## src/hdl/cpl_pkg.sv

```systemverilog
package cpl_pkg;

  // tag and region geometry
  localparam int TAG_W    = 4;
  localparam int BEAT_W   = 5;
  localparam int NUM_TAGS = 1 << TAG_W;

  // payload and buffer word
  localparam int DATA_W    = 128;
  localparam int BUF_AW    = TAG_W + BEAT_W;
  localparam int BUF_DEPTH = 1 << BUF_AW;
  localparam int BUF_W     = DATA_W + 2;

  // end-of-packet flag position in a buffer word
  localparam int EOP_BIT = BUF_W - 1;

  typedef logic [TAG_W-1:0]  tag_t;
  typedef logic [BEAT_W-1:0] beat_t;

  // upper field is the tag, lower field the beat index
  typedef logic [BUF_AW-1:0] buf_addr_t;

  typedef logic [DATA_W-1:0] data_t;

  // bit 129 eop, bit 128 spare, low bits payload
  typedef logic [BUF_W-1:0]  buf_word_t;

  // encodings let valid decode from the low bit
  typedef enum logic [2:0] {
    RXCPL_IDLE     = 3'h0,
    RXCPL_RDPIPE   = 3'h3,
    RXCPL_RD_VALID = 3'h5
  } rxcpl_state_t;

endpackage

```

## src/hdl/cpl_wr_ctrl.sv

```systemverilog
`timescale 1ns/1ps

module cpl_wr_ctrl
  import cpl_pkg::*;
(
  input  logic      AvlClk_i,
  input  logic      Rstn_i,
  input  logic      CplValid_i,
  input  tag_t      CplTag_i,
  input  data_t     CplData_i,
  input  logic      CplEnd_i,
  input  logic      CplLast_i,
  output logic      WrEn_o,
  output buf_addr_t WrAddr_o,
  output buf_word_t WrData_o,
  output logic      CplReq_o,
  output tag_t      CplDescTag_o,
  output logic      CplDescLast_o
);

  beat_t wr_ptr [NUM_TAGS];
  logic  cpl_end;
  logic  pkt_end;

  assign cpl_end = CplValid_i & CplEnd_i;

  // last beat of the final completion closes the region
  assign pkt_end = cpl_end & CplLast_i;

  // beat lands at the tag's region and its current pointer
  assign WrEn_o   = CplValid_i;
  assign WrAddr_o = {CplTag_i, wr_ptr[CplTag_i]};
  assign WrData_o = {pkt_end, 1'b0, CplData_i};

  // per-tag write pointers
  always_ff @(posedge AvlClk_i or negedge Rstn_i)
  begin
    if (!Rstn_i)
    begin
      for (int i = 0; i < NUM_TAGS; i++)
        wr_ptr[i] <= '0;
    end
    else if (CplValid_i)
    begin
      if (pkt_end)
        wr_ptr[CplTag_i] <= '0;
      else
        wr_ptr[CplTag_i] <= wr_ptr[CplTag_i] + 1'b1;
    end
  end

  // one descriptor pulse per completion end
  always_ff @(posedge AvlClk_i or negedge Rstn_i)
  begin
    if (!Rstn_i)
      CplReq_o <= 1'b0;
    else
      CplReq_o <= cpl_end;
  end

  always_ff @(posedge AvlClk_i)
  begin
    if (cpl_end)
    begin
      CplDescTag_o  <= CplTag_i;
      CplDescLast_o <= CplLast_i;
    end
  end

endmodule

```

## config.mk

```make
export PLATFORM = sky130hd
export DESIGN_NAME = cpl_wr_ctrl
export DESIGN_NICKNAME = d
export VERILOG_FILES = /design/src/hdl/cpl_pkg.sv /design/src/hdl/cpl_wr_ctrl.sv
export SDC_FILE = /design/constraint.sdc
export NUM_CORES = 1
export LEC_CHECK = 0
export BUFFER_PORTS_ARGS = -buffer_cell sky130_fd_sc_hd__buf_2
export CORE_MARGIN = 10
export CORE_UTILIZATION = 45
export CTS_CLUSTER_SIZE = 40
export DETAILED_ROUTE_END_ITERATION = 7
export PLACE_DENSITY = 0.82
export SLEW_MARGIN = 20
export SYNTH_ARGS = -nofsm -noshare
export SYNTH_HDL_FRONTEND = slang
export SYNTH_SLANG_ARGS = --single-unit
```

## constraint.sdc

```tcl
create_clock -name AvlClk_i -period 2.7 [get_ports AvlClk_i]
set_input_delay 0.54 -clock AvlClk_i [delete_from_list [all_inputs] [get_ports AvlClk_i]]
set_output_delay 0.54 -clock AvlClk_i [all_outputs]
set_load 0.03 [all_outputs]
```

==> results.cfg <==
[timing]
min_period_ps = 2664
finalSetupViolCount = 0
tightest_slew_ps = 824.6
fin_skew_ps = 14.30
post-route-period-util = 0.9866
fmax_mhz = 375.4
rsz0062_at_grt = true
drv_slew = 0
relSlewSlack = 0.4476
hold_viol_final = 0

[global_route]
grt_overflow = 0
grt_pass1_vias = 3153
grt_max_degree = 82
antenna_found_initial = 0
grt.total_usage = 0.1389
grt_pass1_wl_um = 17750

[yosys]
synth_top_area_share = 0.4068
ys_top_cells_by_area = dfrtp_1 (41%), buf_4 (20%), mux4_1 (5.8%), a22o_1 (5.6%), mux4_2 (5.0%)
synth-async-reset-ratio = 0.9419
synth_edf_count = 5
synth_area_um2 = 4982
ys_seq_elements = 86
yosysWarningCount = 0
yosysTopAreaCell = dfrtp_1
synth_nets = 576
syn_avg_cell_area_um2 = 11.38
syn_inst = 438
ys.flop_type = dfrtp_1
synth_cell_type_count = 29
ys_seq_area_frac = 0.4370
synth.most_common_cell = buf_4
synthTopCellsByCount = buf_4 (135), dfrtp_1 (81), nand2_1 (48), a22o_1 (32), nor2_1 (20)

[layout]
seq_area_um2 = 2177
fillers = 963
syn2layout_area_growth_pct = -7.308
diodes = 0
final_util = 0.4260
multi_input_area_um2 = 1715
drive_above_1_share = 0.2955
nNetsFinal = 485

[clock_network]
cts_buffer_depth = 2
ctsHoldBuffers = 0
clk_latency_ps = 360
cts.sinks = 86
cts_htree_levels = 3
cts_buffers = 9
clockRootBuffer = clkbuf_8
cts_tree = built
clk_pin_slew_worst_paths_ps = 80

[floorplanning]
start_util = 0.4596
die_area_um2 = 15680
fp.dieW_um = 125.2
core_um2 = 10840
io_pins = 283
rows = 38
die_h_um = 125.2

[detailed_routing]
vias = 3055
wl_met2_um = 5108
vias_per_cell = 6.209
final_antenna_net_count = 0
post_drt_wl_per_cell_um = 22.49
drt-met1-wl_um = 4121
dr_wl_met3_um = 1341
first_iter_violations = 284
wl_um = 11070
drc = 0
top_layer = met4
dr.pass1.iters = 5

[run]
cap_violations = 0

[place]
dpl.hpwl_um = 8172
finalWeightedCongestion = 0.8861
io_buffers = 25

[setup_path]
endpoint_kind = output pin
r2r_start = wr_ptr[10]
r2r_cells = 7
crit_end = WrAddr_o[0]
startpoint_type = flop
cp_max_fo = 3
critPathMaxStageDelay_ps = 540
r2r_slack_ps = 230
cp_num_cells = 4
crit_buf_inv = 2
crit_arrival_ps = 2120
crit_type = flop to output pin
required_ps = 2160
crit_chain = mux4_1 > mux4_2 > buf_6 > clkbuf_4
cp_top_family = multiplexers
crit_start = wr_ptr[10]
slowest_stage = mux4_2
r2r-end = wr_ptr[59]

[outcome]
status = finished clean

[power]
leakagePower_uw = 0.002120
power_density_nw_per_um2 = 780.5
ir_worst_vdd_v = 0.0003255
finalPower_uw = 3604

[hold_path]
holdCritPathClass = input pin to async pin
[what timing repair did]
| action | in CTS | in global routing |
|---|---|---|
| gates resized for setup | 7 | 6 |
| pin swaps | 1 | 0 |
| endpoints found under the hold margin | 0 | 0 |
| setup endpoints to repair | 7 | 3 |
| setup buffers | 2 | 0 |
[placed cells by master (no fill, tap or decap), drive strengths merged]
| cell type | count |
|---|---|
| inv | 1 |
| o21ai | 16 |
| buf | 49 |
| nand2b | 1 |
| a22o | 32 |
| edfxtp | 5 |
| and3 | 2 |
| and2 | 1 |
| nor2 | 20 |
| mux2 | 16 |
| clkinvlp | 1 |
| xnor2 | 3 |
| a22oi | 3 |
| nand2 | 48 |
| nor3b | 1 |
| clkinv | 2 |
| nor2b | 4 |
| mux4 | 22 |
| ha | 1 |
| clkbuf | 12 |
| conb | 1 |
| dfrtp | 81 |
| bufinv | 1 |
| o31ai | 16 |
| and3b | 1 |
| nand3 | 12 |
[power by group]
part	switching [uW]	total (uW)	internal (uW)
combinational	499	959	460
clock	461	915	454
sequential	160	1730	1570
[per-stage QoR]
step / std cells / hold slack [ps] / area (um2) / worst slack (ps) / TNS [ps]
2_1_floorplan: 438 / 244.4 / 5005 / 12.99 / 0
3_3_place_gp: 474 / 454.9 / 4365 / -250.8 / -9076
3_5_place_dp: 474 / 465.3 / 4365 / -367.1 / -13300
4_1_cts: 492 / 369.1 / 4599 / 7.882 / 0
5_1_grt: 492 / 277.3 / 4618 / -0.06883 / -0.06883
6_report: 492 / 199.7 / 4618 / 36.15 / 0
[final cells by class]
cell class                      count  area share
Clock buffer                       11     0.03062
Clock inverter                      5     0.01246
Multi-Input combinational cell    200      0.3714
Sequential cell                    86      0.4714
Tap cell                          140     0.03793
Timing Repair Buffer               50     0.07613
[worst min-delay path by stage]
stage                     from       endpoint  cells past startpoint
CTS                  CplLast_i  CplDescLast_o                      1
detailed placement  wr_ptr[22]     wr_ptr[22]                      2
finish                  Rstn_i     wr_ptr[40]                      1
global route            Rstn_i     wr_ptr[40]                      1
floorplan               Rstn_i       CplReq_o                      0
global placement    wr_ptr[62]     wr_ptr[62]                      2
[flip-flops by register name (all words and copies together), names as in the netlist]
signal         flops
wr_ptr            80
CplDescTag_o       4
CplReq_o           1
CplDescLast_o      1
[layer usage]
layer	track usage	up-vias
met1	0.1562	1522
met2	0.2200	235
met3	0.06126	65
li1	-	1233
met5	0.003096	-
met4	0.06978	0
[logic make-up after synthesis]
family / count (synthesis) / synth area share
AOI/OAI and AO/OA: 67 / 0.1010
muxes: 38 / 0.1439
DFF: 86 / 0.4370
xor gates and xnor gates: 3 / 0.01205
and+or+nand+nor: 90 / 0.07760
other: 1 / 0.0007527
adders and majority gates: 1 / 0.002511
buffers and inverters: 152 / 0.2253
Power figures use the tool's default switching activity.
