### config.mk
export PLATFORM = sky130hd
export DESIGN_NAME = cpl_rx_resp
export DESIGN_NICKNAME = d
export VERILOG_FILES = /design/src/hdl/cpl_pkg.sv /design/src/hdl/cpl_rx_resp.sv
export SDC_FILE = /design/constraint.sdc
export NUM_CORES = 1
export LEC_CHECK = 0
export ABC_AREA = 1
export BUFFER_PORTS_ARGS = -buffer_cell sky130_fd_sc_hd__clkbuf_2
export CAP_MARGIN = 20
export CORE_AREA = 3 3 107 109
export DETAILED_ROUTE_END_ITERATION = 8
export DIE_AREA = 0 0 110 112
export GPL_TIMING_DRIVEN = 0
export PLACE_DENSITY = 0.69
export SYNTH_ARGS = -nofsm -noshare
export SYNTH_HDL_FRONTEND = slang
export SYNTH_SLANG_ARGS = --single-unit
### constraint.sdc
create_clock -name AvlClk_i -period 1.9 [get_ports AvlClk_i]
set_clock_uncertainty 0.2 [all_clocks]
set_input_delay 0.19 -clock AvlClk_i [delete_from_list [all_inputs] [get_ports AvlClk_i]]
set_output_delay 0.19 -clock AvlClk_i [all_outputs]
set_load 0.05 [all_outputs]
### src/hdl/cpl_pkg.sv
package cpl_pkg;

  // tag and region geometry
  localparam int TAG_W    = 4;
  localparam int BEAT_W   = 5;
  localparam int NUM_TAGS = 1 << TAG_W;

  // payload and buffer word
  localparam int DATA_W    = 128;
  localparam int BUF_AW    = TAG_W + BEAT_W;
  localparam int BUF_DEPTH = 1 << BUF_AW;
  localparam int BUF_W     = DATA_W + 2;

  // end-of-packet flag position in a buffer word
  localparam int EOP_BIT = BUF_W - 1;

  typedef logic [TAG_W-1:0]  tag_t;
  typedef logic [BEAT_W-1:0] beat_t;

  // upper field is the tag, lower field the beat index
  typedef logic [BUF_AW-1:0] buf_addr_t;

  typedef logic [DATA_W-1:0] data_t;

  // bit 129 eop, bit 128 spare, low bits payload
  typedef logic [BUF_W-1:0]  buf_word_t;

  // encodings let valid decode from the low bit
  typedef enum logic [2:0] {
    RXCPL_IDLE     = 3'h0,
    RXCPL_RDPIPE   = 3'h3,
    RXCPL_RD_VALID = 3'h5
  } rxcpl_state_t;

endpackage

### src/hdl/cpl_rx_resp.sv
`timescale 1ns/1ps

module cpl_rx_resp
  import cpl_pkg::*;
(
  input  logic      AvlClk_i,
  input  logic      Rstn_i,
  input  logic      CplReq_i,
  input  tag_t      CplDescTag_i,
  input  logic      CplDescLast_i,
  output buf_addr_t CplRdAddr_o,
  input  buf_word_t CplBufData_i,
  output logic      TagRelease_o,
  output data_t     TxsReadData_o,
  output logic      TxsReadDataValid_o
);

  rxcpl_state_t          rxcpl_state;
  rxcpl_state_t          rxcpl_nxt_state;
  logic                  cpl_req_reg;
  logic                  cpl_req_rise;
  logic [NUM_TAGS-1:0]   last_cpl_reg;
  logic [NUM_TAGS-1:0]   tag_status_reg;
  tag_t                  hol_cntr;
  beat_t                 rd_addr_cntr;
  logic                  cpl_eop;
  logic                  cpl_done;
  logic                  hol_ready;
  logic                  idle_st;

  // descriptor strobe edge detect
  always_ff @(posedge AvlClk_i or negedge Rstn_i)
  begin
    if (!Rstn_i)
      cpl_req_reg <= 1'b0;
    else
      cpl_req_reg <= CplReq_i;
  end

  assign cpl_req_rise = CplReq_i & ~cpl_req_reg;

  assign cpl_eop   = CplBufData_i[EOP_BIT];
  assign idle_st   = (rxcpl_state == RXCPL_IDLE);
  assign hol_ready = tag_status_reg[hol_cntr];

  // per-tag status, set wins over clear
  always_ff @(posedge AvlClk_i or negedge Rstn_i)
  begin
    if (!Rstn_i)
    begin
      last_cpl_reg   <= '0;
      tag_status_reg <= '0;
    end
    else
    begin
      if (cpl_done)
      begin
        last_cpl_reg[hol_cntr]   <= 1'b0;
        tag_status_reg[hol_cntr] <= 1'b0;
      end
      if (cpl_req_rise)
      begin
        last_cpl_reg[CplDescTag_i] <= CplDescLast_i;
        if (CplDescLast_i)
          tag_status_reg[CplDescTag_i] <= 1'b1;
      end
    end
  end

  always_ff @(posedge AvlClk_i or negedge Rstn_i)
  begin
    if (!Rstn_i)
      rxcpl_state <= RXCPL_IDLE;
    else
      rxcpl_state <= rxcpl_nxt_state;
  end

  always_comb
  begin
    case (rxcpl_state)
      RXCPL_IDLE:
        rxcpl_nxt_state = hol_ready ? RXCPL_RDPIPE : RXCPL_IDLE;
      RXCPL_RDPIPE,
      RXCPL_RD_VALID:
        rxcpl_nxt_state = cpl_eop ? RXCPL_IDLE : RXCPL_RD_VALID;
      default:
        rxcpl_nxt_state = RXCPL_IDLE;
    endcase
  end

  // data is valid in both read states
  assign TxsReadDataValid_o = (rxcpl_state == RXCPL_RDPIPE) |
                              (rxcpl_state == RXCPL_RD_VALID);
  assign TxsReadData_o      = CplBufData_i[DATA_W-1:0];
  assign cpl_done           = TxsReadDataValid_o & cpl_eop;
  assign TagRelease_o       = cpl_done;

  // head of line follows request order
  always_ff @(posedge AvlClk_i or negedge Rstn_i)
  begin
    if (!Rstn_i)
      hol_cntr <= '0;
    else if (cpl_done & last_cpl_reg[hol_cntr])
      hol_cntr <= hol_cntr + 1'b1;
  end

  // beat counter runs one ahead of the data
  always_ff @(posedge AvlClk_i or negedge Rstn_i)
  begin
    if (!Rstn_i)
      rd_addr_cntr <= '0;
    else if (cpl_done)
      rd_addr_cntr <= '0;
    else if (TxsReadDataValid_o | (idle_st & hol_ready))
      rd_addr_cntr <= rd_addr_cntr + 1'b1;
  end

  assign CplRdAddr_o = {hol_cntr, rd_addr_cntr};

endmodule

==> results.py <==
metrics = {
    "pwr": {
        "total_power_mw": 4.51,
        "switchingPower_mw": 2.14,
        "power.density_nw_per_um2": 974,
        "pwr-share-comb_pct": 56.4,
        "internal_power_mw": 2.37,
        "swShare_pct": 47.4,
        "p_seq_share_pct": 28.8,
        "p_leak_nw": 2.66,
        "vdd.ir_drop.worst_uv": 464,
        "clockPowerShare_pct": 14.8,
    },
    "synthesis": {
        "syn-instance-count": 459,
        "synth_area_sq_um": 3490,
        "synth_top_area_cell": "dfrtp_1",
        "synth-edff-count": 0,
        "synthFlopType": "dfrtp_1",
        "async_flop_share_pct": 100,
        "synth_top_area_share_pct": 32.3,
        "syn_avg_cell_area_sq_um": 7.61,
        "synth_cell_type_count": 26,
        "ys_seq_area_share_pct": 32.3,
        "yosysWarnings": 0,
        "synth_nets": 602,
        "synthTopCellsByArea": "dfrtp_1 (32%), buf_4 (28%), nand2_1 (10%)",
        "ys_ff_latch": 45,
    },
    "final_layout": {
        "utilization_pct": 43.3,
        "stdcell_area_sq_um": 4630,
        "drive_above_1_share_pct": 52.1,
        "final_nets": 762,
        "area_growth_pct": 32.7,
        "final_common_cell": "clkbuf_2",
        "final_cell_mix": "clkbuf_2 (145), buf_4 (131), nand2_1 (93), inv_1 (46), dfrtp_1 (43)",
        "fillCellCount": 1081,
        "diodes": 0,
    },
    "timing": {
        "worst_pin_slew_ns": 0.600,
        "min_period_ns": 1.88,
        "setup_viol_count_final": 0,
        "relSlewSlack_pct": 60.0,
        "post-route-period-util_pct": 99.2,
        "clock.fmax_mhz": 531,
        "hold_viol": 0,
        "finalMaxSlewViolations": 0,
        "setup_slack_ns": 0.0158,
        "holdWs_ns": 0.0223,
        "grt_setup_unrepaired": "true",
    },
    "place": {
        "place_hpwl_um": 7050,
        "gp_congestion": 0.871,
        "post-place-ws_ns": -0.0348,
        "port-buffer-count": 146,
        "place_area_sq_um": 4420,
    },
    "worst_setup_path": {
        "worstSetupStartpointType": "register",
        "path_class": "reg2reg",
        "critPathRequiredTime_ns": 1.90,
        "endpoint_kind": "register",
        "path_max_fanout": 8,
        "crit_arrival_ns": 1.88,
    },
    "die": {
        "die_h_um": 112,
        "initial_utilization_pct": 32.6,
        "die_area_sq_um": 12300,
        "top_level_ports": 277,
        "rows": 38,
        "die_x_um": 110,
        "core_area_sq_um": 10700,
    },
    "routing": {
        "first_pass_iters": 4,
        "via_count": 3261,
        "wl_um": 8790,
        "drtIter0Drc": 106,
        "vias_per_cell": 4.29,
        "postRouteAntennaNets": 0,
        "drcViolationCount": 0,
        "wire_per_inst_um": 11.6,
    },
    "clock_tree": {
        "cts_buffer_depth": 2,
        "cts_tree": "yes",
        "cts_sinks": 45,
        "cts_root_buf": "clkbuf_8",
        "cts.htree.levels": 2,
        "clkLatencyLatePin_ns": 0.30,
        "cts_buffers": 5,
        "clkTransAtPathRegs_ns": 0.09,
    },
    "min_path": {
        "hold_path.class": "in2reg",
    },
    "run": {
        "maxCapViolations": 0,
    },
    "global_route": {
        "grt_first_pass_wirelength_um": 12900,
        "gr-total-overflow": 0,
        "antenna_found_initial": 0,
        "grt_max_degree": 25,
        "grtUsageTotal_pct": 13.2,
        "grt_pass1_vias": 2916,
    },
    "run_status": {
        "status": "finished clean",
    },
}
-- worst paths after layout --
check	start	end	slack, ns	cells past startpoint
setup / recovery	hol_cntr[0]	rd_addr_cntr[3]	0.02	12
hold / removal	CplDescTag_i[2]	tag_status_reg[2]	0.02	4
setup reg to reg	hol_cntr[0]	rd_addr_cntr[3]	0.02	12
hold reg to reg	tag_status_reg[10]	tag_status_reg[10]	0.28	2
max in group asynchronous	Rstn_i	hol_cntr[0]	0.72	3
min in group asynchronous	Rstn_i	last_cpl_reg[1]	0.23	2
-- power groups by stage --
stage,clock network [mW],logic (mW),registers [mW]
2_1_floorplan,0,1.76,1.50
3_3_place_gp,0,2.39,1.31
3_5_place_dp,0,2.43,1.32
4_1_cts,0.680,2.46,1.29
5_1_grt,0.715,2.75,1.33
6_report,0.667,2.54,1.30
-- critical path, stage by stage (launching register included) --
cell     delay, ns
dfrtp_2       0.45
buf_8         0.16
inv_8         0.07
buf_12        0.13
nand2_2       0.06
nand3_2       0.05
nand2_1       0.05
nand2_1       0.06
nand2_2       0.09
o21ai_4       0.25
nand2_4       0.10
nand2_2       0.07
nand2_1       0.05
-- cell families after synthesis --
family	count (synthesis)	synth area share [%]
fa+ha+maj	5	1.79
buf+inv	185	35.1
xor+xnor	3	0.753
simple gates	179	22.7
compound gates	42	7.49
flops	45	32.3
-- what timing repair did --
item	CTS	global route
pin swaps	0	3
hold endpoints to repair	24	0
setup endpoints to repair	6	11
resized for setup	3	9
buffers inserted	1	1
gates cloned	0	1
hold buffers	3	0
-- cells in the mapped netlist, types with 2 or more instances --
library cell    n
nand2_2        10
xor2_1          3
clkbuf_1        2
o21ai_0        21
nand2_1        94
nand2_4         3
o21ai_1         4
buf_4         129
o31ai_1         8
dfrtp_1        45
nand3_1        21
buf_6           3
nor2_1         42
or2_2           3
ha_1            5
inv_2           2
nand3_2         3
o211ai_1        8
inv_1          46
-- metrics by stage --
step | cells | setup TNS (ns)
2_1_floorplan | 459 | 0
3_3_place_gp | 745 | -0.0207
3_5_place_dp | 746 | -0.139
4_1_cts | 758 | 0
5_1_grt | 760 | -0.541
6_report | 760 | 0
-- layer usage --
| metal | up-vias | share of wire [%] | GRT usage, % |
|---|---|---|---|
| li1 | 1609 | - | - |
| met1 | 1460 | 35 | 14.9 |
| met2 | 177 | 53 | 24.1 |
| met3 | 15 | 10 | 2.32 |
| met4 | 0 | 1.6 | 4.66 |
| met5 | - | 0 | 0 |
-- final cells by class --
cell class	count	area [sq um]	area share (%)
multi-input cells	229	1160	25.1
flip-flops and latches	45	1130	24.4
plain buffers	136	1040	22.4
repair buffers	153	827	17.9
inverters	49	196	4.24
well taps	140	175	3.78
clock buffers	7	96.3	2.08
clock inverters	1	5.00	0.108
Power figures use the tool's default switching activity.
