<file path="config.mk">
export PLATFORM = sky130hd
export DESIGN_NAME = cpl_tag_alloc
export DESIGN_NICKNAME = d
export VERILOG_FILES = /design/src/hdl/cpl_pkg.sv /design/src/hdl/cpl_tag_alloc.sv
export SDC_FILE = /design/constraint.sdc
export NUM_CORES = 1
export LEC_CHECK = 0
export BUFFER_PORTS_ARGS = -buffer_cell sky130_fd_sc_hd__clkbuf_2
export CORE_AREA = 10 10 47 49
export CTS_BUF_LIST = sky130_fd_sc_hd__clkbuf_4
export CTS_CLUSTER_DIAMETER = 120
export CTS_CLUSTER_SIZE = 16
export DETAILED_ROUTE_END_ITERATION = 7
export DIE_AREA = 0 0 57 59
export PLACE_DENSITY = 0.64
export SETUP_SLACK_MARGIN = 0.4
export SLEW_MARGIN = 20
export SYNTH_ARGS = -nofsm -noshare
export SYNTH_HDL_FRONTEND = slang
export SYNTH_SLANG_ARGS = --single-unit
</file>
<file path="constraint.sdc">
create_clock -name AvlClk_i -period 2.35 [get_ports AvlClk_i]
set_input_delay 0.47 -clock AvlClk_i [delete_from_list [all_inputs] [get_ports AvlClk_i]]
set_output_delay 0.47 -clock AvlClk_i [all_outputs]
set_load 0.03 [all_outputs]
</file>
<file path="src/hdl/cpl_pkg.sv">
package cpl_pkg;

  // tag and region geometry
  localparam int TAG_W    = 4;
  localparam int BEAT_W   = 5;
  localparam int NUM_TAGS = 1 << TAG_W;

  // payload and buffer word
  localparam int DATA_W    = 128;
  localparam int BUF_AW    = TAG_W + BEAT_W;
  localparam int BUF_DEPTH = 1 << BUF_AW;
  localparam int BUF_W     = DATA_W + 2;

  // end-of-packet flag position in a buffer word
  localparam int EOP_BIT = BUF_W - 1;

  typedef logic [TAG_W-1:0]  tag_t;
  typedef logic [BEAT_W-1:0] beat_t;

  // upper field is the tag, lower field the beat index
  typedef logic [BUF_AW-1:0] buf_addr_t;

  typedef logic [DATA_W-1:0] data_t;

  // bit 129 eop, bit 128 spare, low bits payload
  typedef logic [BUF_W-1:0]  buf_word_t;

  // encodings let valid decode from the low bit
  typedef enum logic [2:0] {
    RXCPL_IDLE     = 3'h0,
    RXCPL_RDPIPE   = 3'h3,
    RXCPL_RD_VALID = 3'h5
  } rxcpl_state_t;

endpackage

</file>
<file path="src/hdl/cpl_tag_alloc.sv">
`timescale 1ns/1ps

module cpl_tag_alloc
  import cpl_pkg::*;
(
  input  logic AvlClk_i,
  input  logic Rstn_i,
  input  logic RdReq_i,
  input  logic TagRelease_i,
  output logic RdGrant_o,
  output tag_t RdTag_o
);

  tag_t             next_tag;
  logic [TAG_W:0]   out_cnt;
  logic             grant_take;

  // a tag is free while fewer than 16 reads are outstanding
  assign RdGrant_o  = out_cnt < (TAG_W + 1)'(NUM_TAGS);
  assign RdTag_o    = next_tag;
  assign grant_take = RdReq_i & RdGrant_o;

  // tags go out in strict rotation
  always_ff @(posedge AvlClk_i or negedge Rstn_i)
  begin
    if (!Rstn_i)
      next_tag <= '0;
    else if (grant_take)
      next_tag <= next_tag + 1'b1;
  end

  // outstanding read count
  always_ff @(posedge AvlClk_i or negedge Rstn_i)
  begin
    if (!Rstn_i)
    begin
      out_cnt <= '0;
    end
    else
    begin
      case ({grant_take, TagRelease_i})
        2'b10:
          out_cnt <= out_cnt + 1'b1;
        2'b01:
          out_cnt <= out_cnt - 1'b1;
        default:
          // grant and release together cancel out
          out_cnt <= out_cnt;
      endcase
    end
  end

endmodule

</file>
==> flow_metrics.env, run 1 <==
export IMPL_finalHoldViolations=0
export IMPL_gp_congestion=0.7622
export IMPL_grt_max_degree=10
export IMPL_clk_path_buf_depth=2
export IMPL_portBuffers=8
export IMPL_grt_pass1_wl_mm=1.504
export IMPL_relSlewSlack_pct=83.83
export IMPL_row_count=14
export IMPL_crit_type="reg2reg"
export IMPL_synth_distinct_cells=19
export IMPL_final_max_slew_violation_count=0
export IMPL_switching_share_pct=43.21
export IMPL_highest_layer="met3"
export IMPL_wl_met2_um=504
export IMPL_cp_start_kind="register"
export IMPL_grt_use_total_pct=5.652
export IMPL_die_width_um=57
export IMPL_initial_core_util_pct=35.63
export IMPL_root_buffer="clkbuf_4"
export IMPL_ios=9
export IMPL_seqPwrFrac_pct=36.1
export IMPL_peakVddDrop_v=0.0005512
export IMPL_p_switching_uw=410.8
export IMPL_insertion_delay_ps=260
export IMPL_power_density_mw_per_mm2=1493
export IMPL_drc_errors=0
export IMPL_multi_input_area_um2=276.5
export IMPL_yosysTopAreaCell="dfrtp_1"
export IMPL_synth_cells=45
export IMPL_ys_seq_area_share_pct=45.11
export IMPL_critPathSlowestCell="dfrtp_1"
export IMPL_reg2reg_depth=8
export IMPL_clkTransAtPathRegs_ps=60
export IMPL_async_reset_ff_share_pct=100.0
export IMPL_yosysMostFrequentCell="dfrtp_1"
export IMPL_clock_sinks=9
export IMPL_overflow=0
export IMPL_dieHeight_um=59
export IMPL_worstPathBufferInverterCount=1
export IMPL_drtIter0Drc=0
export IMPL_synthFlopType="dfrtp_1"
export IMPL_setup_viol=0
export IMPL_syn2layout_area_growth_pct=27.57
export IMPL_cts_tree="built"
export IMPL_p_comb_share_pct=50.5
export IMPL_ff2ff_setup_slack_ps=530
export IMPL_rsz0062_at_grt="false"
export IMPL_synth_seq_cells=9
export IMPL_worstPathArrival_ps=1960
export IMPL_path_cells="nor2b_4, inv_1, ha_2, xor2_1, ha_2, a211oi_2, nor4_2, xnor2_1"
export IMPL_synth_top_area_share_pct=45.11
export IMPL_min_period_ps=1818
export IMPL_avgSynthCellArea_um2=11.09
export IMPL_finalSetupTns_ps=0
export IMPL_worstSetupEndpointType="register"
export IMPL_ctsHtreeMaxLevel=1
export IMPL_antenna_found_initial=0
export IMPL_drt_pass1_iter_count=1
export IMPL_fill_cells=138
export IMPL_status="completed"
export IMPL_wl_met1_um=383
export IMPL_wl_met3_um=63
export IMPL_seqCellArea_um2=225.2
export IMPL_syn_area_um2=499.2
export IMPL_vias=371
export IMPL_first_global_vias=343
export IMPL_nets=70
export IMPL_wl_per_cell_um=12.35
export IMPL_ant_nets=0
export IMPL_synth_area_leaders="dfrtp_1, ha_1, xor2_1"
export IMPL_cpPeakStageDelay_ps=410
export IMPL_yosys_warnings=0
export IMPL_clkPwrFrac_pct=13.5
export IMPL_die_area_mm2=0.003363
export IMPL_worst_pin_slew_ps=240.5
export IMPL_syn_num_nets=53
export IMPL_cts_made_buffers=3
export IMPL_drive_gt1_share_pct=40.98
export IMPL_cp_common_cell="ha_2"
export IMPL_leakage_uw=0.0002955
export IMPL_core_region_area_mm2=0.001401
export IMPL_total_power_uw=950.7
export IMPL_skew_ps=5.784
export IMPL_cp_max_fo=3
export IMPL_worstPathRequired_ps=2490
export IMPL_rr_endpoint="out_cnt[4]"
export IMPL_diodes=0
export IMPL_hold_path_class="in2async"
export IMPL_finalCritPeriodShare_pct=77.35
export IMPL_hold_buffers=0
export IMPL_yosys_top_cells_count="dfrtp_1, xor2_1, ha_1, xnor2_1, a21oi_1"
export IMPL_wl_um=951
export IMPL_timing_rr_start="out_cnt[4]"
export IMPL_power_internal_uw=539.9
export IMPL_vias_per_cell=4.818
export IMPL_dpl_hpwl_um=708.4
export IMPL_max_freq_mhz=550.2
export IMPL_drv_cap=0
export IMPL_critPathTopFamily="simple AND/OR/NAND/NOR gates"
export IMPL_synth_edf_count=0
[timing repair]
item	CTS	global route
gates resized for setup	0	1
setup endpoints to repair	0	2
buffers inserted	0	4
[layout make-up]
type	count	share of cell area (%)
clock buffers	4	4.715
inverters	2	1.179
multi-input cells	33	43.42
flip-flops and latches	9	35.36
well taps	16	3.143
repair buffers	13	12.18
[per-stage QoR]
step	util (%)	instance area (µm²)	hold slack [ps]	setup slack, ps	std cells
floorplan	-	518.0	174.4	421.1	45
global placement	40.98	574.3	339.9	342.3	69
detailed placement	40.98	574.3	340.9	299.7	69
CTS	43.13	604.3	65.80	457.8	73
global route	45.45	636.9	64.41	411.4	77
finish	45.45	636.9	58.00	532.3	77
[cells in the final DEF (no fill, tap or decap)]
| cell type | instances |
|---|---|
| nor2_1 | 2 |
| nor4_2 | 1 |
| nor2b_1 | 1 |
| ha_1 | 2 |
| buf_4 | 5 |
| nand3_1 | 1 |
| a21oi_2 | 1 |
| nand2_1 | 2 |
| nor3_1 | 2 |
| mux2_2 | 2 |
| ha_2 | 2 |
| xnor2_1 | 4 |
| dfrtp_1 | 9 |
| nand4_1 | 1 |
| clkbuf_2 | 8 |
| a211o_1 | 1 |
| inv_1 | 2 |
| a21oi_1 | 2 |
| nand2b_1 | 1 |
| o21ai_1 | 1 |
| clkbuf_4 | 4 |
| a211oi_2 | 1 |
| xor2_1 | 5 |
| nor2b_4 | 1 |
[power groups by stage]
| stage | logic (µW) | clock network (µW) | registers [µW] |
|---|---|---|---|
| floorplan | 294 | 0 | 395 |
| global placement | 444 | 0 | 339 |
| detailed placement | 456 | 0 | 343 |
| CTS | 456 | 132 | 342 |
| global route | 536 | 142 | 359 |
| finish | 480 | 128 | 343 |
[registers in the layout (all words and copies together), names as in the netlist]
signal / cells
out_cnt: 5
RdTag_o: 4
[cell families (layout without fill, tap and decap cells)]
family	count (synthesis)	count (layout)	synth area share [%]
buffers and inverters	3	19	3.760
adders and majority gates	4	4	10.03
xor gates and xnor gates	9	9	15.79
and+or+nand+nor	12	12	13.53
muxes	2	2	4.511
AOI/OAI and AO/OA	6	6	7.267
DFF	9	9	45.11
[per-layer routing]
layer / global-route usage [%] / vias to the layer above
li1: - / 185
met1: 5.435 / 178
met2: 10.08 / 8
met3: 4.292 / 0
met4: 0 / 0
met5: 0 / -
[worst max-delay path by stage]
| stage | startpoint | to | slack (ps) | cells past startpoint |
|---|---|---|---|---|
| after detailed placement | RdReq_i | out_cnt[4] | 300 | 9 |
| after global routing | out_cnt[4] | out_cnt[4] | 410 | 8 |
| after floorplan | RdReq_i | out_cnt[4] | 420 | 10 |
| final | out_cnt[4] | out_cnt[4] | 530 | 8 |
| after global placement | RdReq_i | out_cnt[4] | 340 | 9 |
| after CTS | out_cnt[4] | out_cnt[4] | 460 | 8 |
Note: power is estimated with default switching activity, not from simulation.
==> run 2: changes to the inputs <==
==> constraint.sdc (replaced) <==
create_clock -name AvlClk_i -period 1.75 [get_ports AvlClk_i]
set_input_delay 0.35 -clock AvlClk_i [delete_from_list [all_inputs] [get_ports AvlClk_i]]
set_output_delay 0.35 -clock AvlClk_i [all_outputs]
set_load 0.03 [all_outputs]
==> flow_metrics.env, run 2 (synthesis gave the netlist of run 1 again) <==
export IMPL_min_period_ps=1752
export IMPL_post_route_util_pct=50.71
export IMPL_finalHoldViolations=0
export IMPL_insertion_delay_ps=260
export IMPL_drc_errors=0
export IMPL_die_width_um=57
export IMPL_drtIter0Drc=8
export IMPL_cts_tree="built"
export IMPL_wl_mm=1.076
export IMPL_row_count=14
export IMPL_rsz0062_at_grt="true"
export IMPL_clkTransAtPathRegs_ps=60
export IMPL_place_ws_ps=-20.52
export IMPL_syn2layout_area_growth_pct=42.36
export IMPL_grt_use_total_pct=6.553
export IMPL_antenna_found_initial=0
export IMPL_drive_gt1_share_pct=50.77
export IMPL_finalCritPeriodShare_pct=100.1
export IMPL_worstPathRequired_ps=1930
export IMPL_grt_pass1_wl_mm=1.711
export IMPL_largest_reg_flops=5
export IMPL_top_register="out_cnt"
export IMPL_vias_per_cell=4.790
export IMPL_dpl_hpwl_um=817.5
export IMPL_nets=74
export IMPL_ctsHtreeMaxLevel=1
export IMPL_core_region_area_mm2=0.001401
export IMPL_cp_start_kind="register"
export IMPL_initial_core_util_pct=35.63
export IMPL_hold_path_class="reg2reg"
export IMPL_final_max_slew_violation_count=0
export IMPL_seqPwrFrac_pct=33.1
export IMPL_wl_per_cell_um=13.28
export IMPL_skew_ps=2.318
export IMPL_layout_common_cells="dfrtp_1, buf_4, clkbuf_2, xor2_1"
export IMPL_worst_pin_slew_ps=249.7
export IMPL_power_density_mw_per_mm2=1964
export IMPL_ios=9
export IMPL_final_common_cell="dfrtp_1"
export IMPL_peakVddDrop_v=0.0006031
export IMPL_p_comb_share_pct=54.4
export IMPL_clock_sinks=9
export IMPL_worstPathArrival_ps=1930
export IMPL_first_global_vias=388
export IMPL_gp_congestion=0.7190
export IMPL_portBuffers=8
export IMPL_diodes=0
export IMPL_clkPwrFrac_pct=12.5
export IMPL_drv_cap=0
export IMPL_ant_nets=0
export IMPL_root_buffer="clkbuf_4"
export IMPL_switching_share_pct=42.62
export IMPL_vias=388
export IMPL_power_internal_uw=800.9
export IMPL_worst_slack_ps=-2.089
export IMPL_status="finished with violations"
export IMPL_cts_made_buffers=3
export IMPL_cp_max_fo=3
export IMPL_die_area_mm2=0.003363
export IMPL_crit_type="reg2reg"
export IMPL_dieHeight_um=59
export IMPL_clk_path_buf_depth=2
export IMPL_grt_max_degree=10
export IMPL_p_switching_uw=594.9
export IMPL_drt_pass1_iter_count=4
export IMPL_overflow=0
export IMPL_max_freq_mhz=570.7
export IMPL_leakage_uw=0.0003197
export IMPL_relSlewSlack_pct=83.35
export IMPL_violations="negative setup slack"
export IMPL_setup_viol=1
export IMPL_worstSetupEndpointType="register"
-- run 2: cell count changes in the layout (fill, tap and decap cells not counted), moves of 2 or more --
cell     delta
buf_4       +3
a21oi_1     -2
a21oi_2     +2
ha_4        +2
-- run 2: per-stage QoR --
stage | std cells | cell area (µm²) | hold WS, ps | power, µW | setup TNS, ps
after floorplan | 45 | 530.5 | 54.41 | 930.7 | -85.26
after CTS | 77 | 649.4 | 471.1 | 1312 | 0
after global placement | 71 | 601.8 | 217.8 | 1092 | -4.147
after global routing | 81 | 710.7 | 473.7 | 1516 | -190.1
after detailed placement | 71 | 601.8 | 216.4 | 1116 | -20.52
final | 81 | 710.7 | 470.4 | 1396 | -2.089
-- run 2: per-layer routing --
layer  up-vias  GRT usage, %  routed length (µm)
met4         0         3.020                   0
met5         -             0                   0
met2         9         11.16                 572
li1        193             -                   -
met1       186         6.242                 442
met3         0         3.863                  61
-- run 2: layout make-up --
type	instances	area, µm²
fillers	136	690.7
repair buffers	17	116.4
clock buffers	4	30.03
flip-flops and latches	9	225.2
inverters	2	7.507
well taps	16	20.02
multi-input cells	33	311.5
-- run 2: path summary, 6_finish.rpt --
check / slack [ps] / startpoint / endpoint / cells past startpoint
min in group asynchronous: 480 / Rstn_i / RdTag_o[0] / 2
setup reg to reg: -2 / out_cnt[4] / out_cnt[4] / 9
hold / removal: 470 / RdTag_o[3] / RdTag_o[3] / 1
max in group asynchronous: 1080 / Rstn_i / RdTag_o[1] / 2
setup / recovery: -2 / out_cnt[4] / out_cnt[4] / 9
hold reg to reg: 470 / RdTag_o[3] / RdTag_o[3] / 1
-- run 2: worst max-delay path, cell delays in order, from the launching register on --
cell and delay, ps:
dfrtp_1 410, nor2b_4 130, inv_2 60, ha_4 150, xor2_1 160, ha_2 210
nand2b_1 90, a21oi_2 60, nor4_2 260, xnor2_1 150
-- run 2: what timing repair did --
| action | CTS | global route |
|---|---|---|
| cloned | 0 | 0 |
| hold endpoints to repair | 9 | 0 |
| endpoints found under the setup margin | 4 | 6 |
| pin swaps | 2 | 5 |
| resized for setup | 0 | 9 |
| hold buffers | 1 | 0 |
| setup buffers | 1 | 4 |
-- run 2: power groups by stage --
stage	Combinational [µW]	Clock, µW	Sequential (µW)
finish	759	174	463
global route	836	195	484
CTS	667	185	461
detailed placement	653	0	464
global placement	633	0	459
floorplan	401	0	530
